File: config.mk
export PLATFORM = sky130hd
export DESIGN_NAME = ib_top
export DESIGN_NICKNAME = d
export VERILOG_FILES = /design/src/ib_pkg.sv /design/src/dbg_inject.sv /design/src/ib_ctl.sv /design/src/ib_slots.sv /design/src/ib_top.sv
export VERILOG_INCLUDE_DIRS = /design/src /design/src/include
export SDC_FILE = /design/constraint.sdc
export NUM_CORES = 1
export LEC_CHECK = 0
export ABC_CLOCK_PERIOD_IN_PS = 8670
export CAP_MARGIN = 20
export CORE_MARGIN = 1.5
export CORE_UTILIZATION = 51
export CTS_CLUSTER_SIZE = 16
export DETAILED_ROUTE_END_ITERATION = 8
export DONT_BUFFER_PORTS = 1
export PLACE_DENSITY = 0.71
export SYNTH_ARGS = -nofsm -noshare
export SYNTH_HDL_FRONTEND = slang
export SYNTH_SLANG_ARGS = --single-unit
File: constraint.sdc
create_clock -name clk -period 8.67 [get_ports clk]
set_clock_uncertainty 0.2 [all_clocks]
set_input_delay 1.3005 -clock clk [delete_from_list [all_inputs] [get_ports clk]]
set_output_delay 1.3005 -clock clk [all_outputs]
set_load 0.01 [all_outputs]
File: src/include/ib_params.svh
//######################################
// instruction buffer parameters
// depth, word widths and debug codes
//######################################

`ifndef IB_PARAMS_SVH
`define IB_PARAMS_SVH

// buffer geometry
`define IB_DEPTH      4
`define IB_INSTR_W    32
`define IB_PC_W       31              // pc bits 31:1

// debug command types
`define DBG_TYPE_GPR  2'd0
`define DBG_TYPE_CSR  2'd1
`define DBG_TYPE_MEM  2'd2

`define DBG_FENCE_CSR 12'h7c4         // debug-only fence csr

`endif

File: src/ib_pkg.sv
//######################################
// instruction buffer types
// payload records, debug command and
// per-entry select vectors
//######################################

`default_nettype none

`include "ib_params.svh"

package ib_pkg;

   typedef logic [`IB_INSTR_W-1:0] instr_t;

   typedef struct packed {
      logic perr;                     // parity error
      logic sbecc;                    // single-bit ecc
      logic dbecc;                    // double-bit ecc
   } ecc_err_t;

   // fetch side record that travels beside the word
   typedef struct packed {
      logic [`IB_PC_W-1:0] pc;
      logic                pc4;       // 4B inst else 2B
      logic                icaf;
      logic                icaf_second; // fault on upper half of a 4B inst
      ecc_err_t            ecc_err;
   } fetch_info_t;

   typedef enum logic [1:0] {
      dbg_gpr = `DBG_TYPE_GPR,
      dbg_csr = `DBG_TYPE_CSR,
      dbg_mem = `DBG_TYPE_MEM
   } dbg_type_e;

   typedef struct packed {
      logic        valid;
      logic        write;
      dbg_type_e   dtype;
      logic [31:0] addr;
   } dbg_cmd_t;

   typedef logic [`IB_DEPTH-1:0] ib_valid_t;

   // one bit per entry in every vector
   typedef struct packed {
      logic [`IB_DEPTH-1:0] wr_i0;
      logic [`IB_DEPTH-1:0] wr_i1;
      logic [`IB_DEPTH-1:0] from_next;
      logic [`IB_DEPTH-1:0] from_next2;
   } ib_sel_t;

endpackage

`default_nettype wire

File: src/dbg_inject.sv
//######################################
// debug command injector
// turns gpr/csr commands into an i0 word
// and raises the one-cycle debug flags
//######################################

`timescale 1ns/10ps
`default_nettype none

`include "ib_params.svh"

module dbg_inject (
   input  logic             clk,
   input  logic             rst,
   input  ib_pkg::dbg_cmd_t dbg_cmd,
   input  ib_pkg::instr_t   i0_instr,
   output logic             debug_valid,
   output ib_pkg::instr_t   i0_word,
   output logic             debug_wdata_rs1,
   output logic             debug_fence
);

   import ib_pkg::*;

   logic [4:0]  dreg;
   logic [11:0] dcsr;
   logic        dbg_write;
   logic        fence_hit;
   instr_t      dbg_word;

   // memory accesses are handled elsewhere
   assign debug_valid = dbg_cmd.valid & (dbg_cmd.dtype != dbg_mem);
   assign dbg_write   = debug_valid & dbg_cmd.write;

   assign dreg = dbg_cmd.addr[4:0];
   assign dcsr = dbg_cmd.addr[11:0];

   always_comb begin
      case (dbg_cmd.dtype)
         dbg_gpr: begin
            if (dbg_cmd.write) begin
               dbg_word = {20'h00006, dreg, 7'b0110011};        // or reg, x0, x0
            end else begin
               dbg_word = {12'h000, dreg, 15'b110_00000_0110011}; // or x0, reg, x0
            end
         end
         dbg_csr: begin
            if (dbg_cmd.write) begin
               dbg_word = {dcsr, 20'b00000_001_00000_1110011}; // csrrw x0, csr, x0
            end else begin
               dbg_word = {dcsr, 20'b00000_010_00000_1110011}; // csrrs x0, csr, x0
            end
         end
         default: dbg_word = '0;
      endcase
   end

   assign i0_word = debug_valid ? dbg_word : i0_instr;

   // fence csr only exists for debug mode
   assign fence_hit = dbg_write & (dbg_cmd.dtype == dbg_csr) & (dcsr == `DBG_FENCE_CSR);

   // core is halted, so the write data follows the injected entry
   always_ff @(posedge clk) begin
      if (rst) begin
         debug_wdata_rs1 <= 1'b0;
         debug_fence     <= 1'b0;
      end else begin
         debug_wdata_rs1 <= dbg_write;
         debug_fence     <= fence_hit;
      end
   end

endmodule

`default_nettype wire

File: src/ib_ctl.sv
//######################################
// instruction buffer control
// entry valids, room check, flush and
// write/shift select generation
//######################################

`timescale 1ns/10ps
`default_nettype none

`include "ib_params.svh"

module ib_ctl (
   input  logic              clk,
   input  logic              rst,
   input  logic              i0_valid,
   input  logic              i1_valid,
   input  logic              debug_valid,
   input  logic              flush,
   input  logic              i0_decode,
   input  logic              i1_decode,
   output ib_pkg::ib_valid_t ib_valid,
   output ib_pkg::ib_sel_t   sel
);

   import ib_pkg::*;

   logic      flush_q;
   logic      i0_acc;
   logic      i1_acc;
   logic      shift1;
   logic      shift2;
   ib_valid_t shift_val;          // valids after this cycle's decode
   ib_valid_t first_free;         // one-hot, lowest empty entry after shift
   ib_valid_t valid_nxt;

   always_ff @(posedge clk) begin
      if (rst) begin
         flush_q <= 1'b0;
      end else begin
         flush_q <= flush;
      end
   end

   // room is judged on the unshifted valids
   assign i0_acc = i0_valid & ~ib_valid[`IB_DEPTH-1] & ~flush_q;
   assign i1_acc = i1_valid & ~ib_valid[`IB_DEPTH-2] & ~flush_q;

   assign shift1 = i0_decode & ~i1_decode;
   assign shift2 = i0_decode & i1_decode;

   always_comb begin
      if (shift2) begin
         shift_val = ib_valid >> 2;
      end else if (shift1) begin
         shift_val = ib_valid >> 1;
      end else begin
         shift_val = ib_valid;
      end
   end

   assign first_free = ~shift_val & {shift_val[`IB_DEPTH-2:0], 1'b1};

   always_comb begin
      // debug only ever targets entry 0
      sel.wr_i0      = first_free & {{(`IB_DEPTH-1){i0_acc}}, i0_acc | debug_valid};
      sel.wr_i1      = {first_free[`IB_DEPTH-2:0], 1'b0} & {`IB_DEPTH{i1_acc}};
      sel.from_next  = (ib_valid >> 1) & {`IB_DEPTH{shift1}};
      sel.from_next2 = (ib_valid >> 2) & {`IB_DEPTH{shift2}};
   end

   assign valid_nxt = (shift_val | sel.wr_i0 | sel.wr_i1) & ~{`IB_DEPTH{flush_q}};

   always_ff @(posedge clk) begin
      if (rst) begin
         ib_valid <= '0;
      end else begin
         ib_valid <= valid_nxt;
      end
   end

   // entries fill from the head with no holes
   a_valid_contig: assert property (@(posedge clk) disable iff (rst)
      (ib_valid_t'(ib_valid + 1'b1) & ib_valid) == '0)
      else $error("ib_ctl: valid bits not contiguous %b", ib_valid);

   a_i1_needs_i0: assert property (@(posedge clk) disable iff (rst)
      i1_valid |-> i0_valid)
      else $error("ib_ctl: i1_valid without i0_valid");

   a_dbg_empty: assert property (@(posedge clk) disable iff (rst)
      debug_valid |-> (ib_valid == '0))
      else $error("ib_ctl: debug command with buffer not empty");

endmodule

`default_nettype wire

File: src/ib_slots.sv
//######################################
// shifting entry array
// four entries of one payload type,
// loaded or shifted by the select set
//######################################

`timescale 1ns/10ps
`default_nettype none

`include "ib_params.svh"

module ib_slots #(
   parameter type payload_t = logic [31:0]
) (
   input  logic            clk,
   input  ib_pkg::ib_sel_t sel,
   input  payload_t        i0_in,
   input  payload_t        i1_in,
   output payload_t        head0,
   output payload_t        head1
);

   payload_t ent [`IB_DEPTH];

   for (genvar n = 0; n < `IB_DEPTH; n++) begin : g_ent
      // sources that exist for this position
      localparam bit HAS_I1  = (n > 0);
      localparam bit HAS_NX1 = (n + 1 < `IB_DEPTH);
      localparam bit HAS_NX2 = (n + 2 < `IB_DEPTH);
      localparam int NX1     = HAS_NX1 ? n + 1 : n;
      localparam int NX2     = HAS_NX2 ? n + 2 : n;

      always_ff @(posedge clk) begin
         if (sel.wr_i0[n]) begin
            ent[n] <= i0_in;
         end else if (HAS_I1 && sel.wr_i1[n]) begin
            ent[n] <= i1_in;
         end else if (HAS_NX1 && sel.from_next[n]) begin
            ent[n] <= ent[NX1];
         end else if (HAS_NX2 && sel.from_next2[n]) begin
            ent[n] <= ent[NX2];
         end
      end

      // control must never pick two sources for one entry
      a_sel_onehot: assert property (@(posedge clk) disable iff ($isunknown(sel))
         $onehot0({sel.wr_i0[n], sel.wr_i1[n], sel.from_next[n], sel.from_next2[n]}))
         else $error("ib_slots: entry %0d has more than one select", n);
   end

   assign head0 = ent[0];
   assign head1 = ent[1];

endmodule

`default_nettype wire

File: src/ib_top.sv
//######################################
// decode-side instruction buffer
// control, two entry arrays, debug path
//######################################

`timescale 1ns/10ps
`default_nettype none

module ib_top (
   input  logic                clk,
   input  logic                rst,
   input  logic                i0_valid,
   input  logic                i1_valid,
   input  ib_pkg::instr_t      i0_instr,
   input  ib_pkg::instr_t      i1_instr,
   input  ib_pkg::fetch_info_t i0_info,
   input  ib_pkg::fetch_info_t i1_info,
   input  ib_pkg::dbg_cmd_t    dbg_cmd,
   input  logic                flush,
   input  logic                i0_decode,
   input  logic                i1_decode,
   output ib_pkg::ib_valid_t   ib_valid,
   output ib_pkg::instr_t      i0_instr_d,
   output ib_pkg::instr_t      i1_instr_d,
   output ib_pkg::fetch_info_t i0_info_d,
   output ib_pkg::fetch_info_t i1_info_d,
   output logic                debug_wdata_rs1,
   output logic                debug_fence
);

   import ib_pkg::*;

   logic    debug_valid;
   instr_t  i0_word;           // fetch word or synthesized debug word
   ib_sel_t sel;

   dbg_inject u_dbg (
      .clk             (clk),
      .rst             (rst),
      .dbg_cmd         (dbg_cmd),
      .i0_instr        (i0_instr),
      .debug_valid     (debug_valid),
      .i0_word         (i0_word),
      .debug_wdata_rs1 (debug_wdata_rs1),
      .debug_fence     (debug_fence)
   );

   ib_ctl u_ctl (
      .clk         (clk),
      .rst         (rst),
      .i0_valid    (i0_valid),
      .i1_valid    (i1_valid),
      .debug_valid (debug_valid),
      .flush       (flush),
      .i0_decode   (i0_decode),
      .i1_decode   (i1_decode),
      .ib_valid    (ib_valid),
      .sel         (sel)
   );

   ib_slots #(.payload_t(instr_t)) u_instr_slots (
      .clk   (clk),
      .sel   (sel),
      .i0_in (i0_word),
      .i1_in (i1_instr),
      .head0 (i0_instr_d),
      .head1 (i1_instr_d)
   );

   // debug entries carry whatever info is on i0, as in the fetch path
   ib_slots #(.payload_t(fetch_info_t)) u_info_slots (
      .clk   (clk),
      .sel   (sel),
      .i0_in (i0_info),
      .i1_in (i1_info),
      .head0 (i0_info_d),
      .head1 (i1_info_d)
   );

endmodule

`default_nettype wire

==> run summary <==
status - complete, no violations
Routed WL - 42,100 um
Routed WL per cell - 24.4 um
Register Area - 8430 um2
Max Clock Freq - 233 MHz
Tightest Pin Transition - 1.09 ns
post-synthesis cell count - 1,375
# rows - 61
final antenna-violating net count - 0
worst-skew pair later-pin latency - 0.55 ns
Power Density - 212 nW/um2
Yosys reg bits - 283
Final Power - 3.35 mW
area grow syn2layout - 8.63%
Layout fillers - 2,401
largest net degree at the start of global routing - 109
cts-stage hold buffer count - 0
Synth Warn # - 0
Max Fanout on Critical Path - 53
total gr overflow - 0
Synth top area share - 0.569
grt met1 use - 0.371
global-route met3 utilization - 0.0721
drt first pass iters - 6
postcts setup bufs - 0
Final Hold Viols - 0
Post-Route Setup TNS - 0 ns
routed vias - 10,800
Clock power frac - 0.383
top area cells in the synthesized netlist - edfxtp_1 (57%), mux2i_1 (9.4%), nand2_1 (5.9%), a21oi_1 (4.6%), nor2_1 (4.0%)
maximum vdd drop - 0.155 mV
top cells by count, synth - edfxtp_1 (276), nand2_1 (230), nor2_1 (156)
placed cell count - 1,662
CTS tree - built
post-CTS resize count - 0
post-route core utilization - 0.566
Net Sw Frac - 0.253
Slew Limit Fails - 0
Worst-path clk slew - 0.06 ns
Final period util - 0.496
number of buffers added on ports - 0
nets - 1,500
DIE AREA - 29,600 um2
H-Tree Depth - 1
vias in the first global route - 10,700
Max-slew headroom - 0.274
Setup-failing EPs final - 0
Post-DP HPWL - 25,000 um
DRC Markers - 0
global-route wire length before repair - 62,900 um
met2 global-route usage - 0.446
Synth async-reset ratio - 0
Num CTS Buffers - 31
most area-hungry cell type in the Yosys netlist - edfxtp_1
Top Ports - 325
clk sinks - 283
clk buf depth - 3
initial antenna violation count - 2
top-count cell post-synth - edfxtp_1
Mapped Nets - 1,556
layout cells sized above 1 - 0.0618
Worst setup SP type - input port
die width - 172 um
Worst EP required - 8.65 ns
routability cong. - 0.801
Via-to-Cell Ratio - 6.29
Post-Layout Cell Count - 1,723
Cell Int Power - 2.50 mW
setup slack at placement - 3.80 ns
sequential area share after synthesis - 0.579
multi-input logic area - 5750 um2
worst hold path class - flip-flop to flip-flop
initial detailed-routing violation count - 1,031
Syn Area/Cell - 10.6 um2
Synth Flop Type - edfxtp_1
sw power - 0.846 mW
EDFF count, synth - 276
LEAKAGE - 5.60 nW
synth unique cells - 44
Crit Path Category - input port to flip-flop
Max-Cap Viols - 0
CTS root buffer - clkbuf_16
part of the power in registers - 0.523
worst setup margin - 4.37 ns
Total Routing Usage GR - 0.281
CP Capture Type - flip-flop
global routing's busiest layer - met2
unrepaired setup endpoints after global routing - no
Die Height - 172 um
combinational cell fraction of total power - 0.094
Core Region - 27,900 um2
Initial Utilization - 0.521
minimum clock period - 4.30 ns
synthesized cell area - 14,600 um2
Arrival @ worst endpoint - 4.28 ns
## worst max-delay path, stage by stage
cell	delay [ns]
nor2b_1	0.22
nand2b_1	0.66
and2_1	0.42
o21ai_0	0.16
a21boi_4	0.64
buf_4	0.77
## power groups by stage
stage | clock network (mW) | logic (mW) | registers [mW]
6_report | 1.28 | 0.314 | 1.75
5_1_grt | 1.35 | 0.348 | 1.76
4_1_cts | 1.30 | 0.315 | 1.75
3_5_place_dp | 0 | 0.314 | 1.78
3_3_place_gp | 0 | 0.305 | 1.78
2_1_floorplan | 0 | 0.233 | 1.76
## final cells by class
type	instances	area share
Clock inverter	20	0.0109
Clock buffer	37	0.0504
Antenna cell	2	0.000316
Sequential cell	283	0.533
Multi-Input combinational cell	981	0.363
Timing Repair Buffer	21	0.0125
Inverter	1	0.000237
Tap cell	378	0.0299
## final timing paths
check	slack, ns	end	from	cells after the start
max	4.37	u_instr_slots.ent[0][25]	dbg_cmd[33]	6
min	0.35	u_instr_slots.ent[0][26]	u_instr_slots.ent[1][26]	1
max reg2reg	4.63	u_info_slots.ent[1][27]	u_ctl.ib_valid[1]	6
min reg2reg	0.35	u_instr_slots.ent[0][26]	u_instr_slots.ent[1][26]	1
## kinds of logic after synthesis
logic type,Yosys count,share of synthesized area
simple gates,440,0.125
compound gates,403,0.169
flops,283,0.579
mux,138,0.0949
buf+inv,111,0.0332
## state kept, by name, summed over array words and instances (netlist names)
signal                 flops
u_ctl.ib_valid             4
u_info_slots.ent         148
u_instr_slots.ent        128
u_dbg.debug_fence          1
u_dbg.debug_wdata_rs1      1
u_ctl.flush_q              1
## per-layer routing
metal  share of wire  up-vias
li1                -     4967
met1            0.40     5231
met2            0.46      547
met3            0.10       94
met4           0.037        0
met5               0        -
## placed cells by master, fill, tap and decap left out, drive strengths merged, types with 14 or more instances in the layout
master	n
clkinv	14
a22oi	20
mux2i	137
o221ai	39
a211oi	24
a21o	40
nand2	230
nor2	157
o21ai	118
a21oi	135
edfxtp	276
buf	21
nor2b	14
clkbuf	37
## stage by stage
step	hold slack (ns)	area, um2
after detailed placement	0.337	14800
final	0.351	15800
after floorplan	0.321	14600
after CTS	0.353	15800
after global routing	0.369	15800
after global placement	0.331	14800
Power figures use the tool's default switching activity.
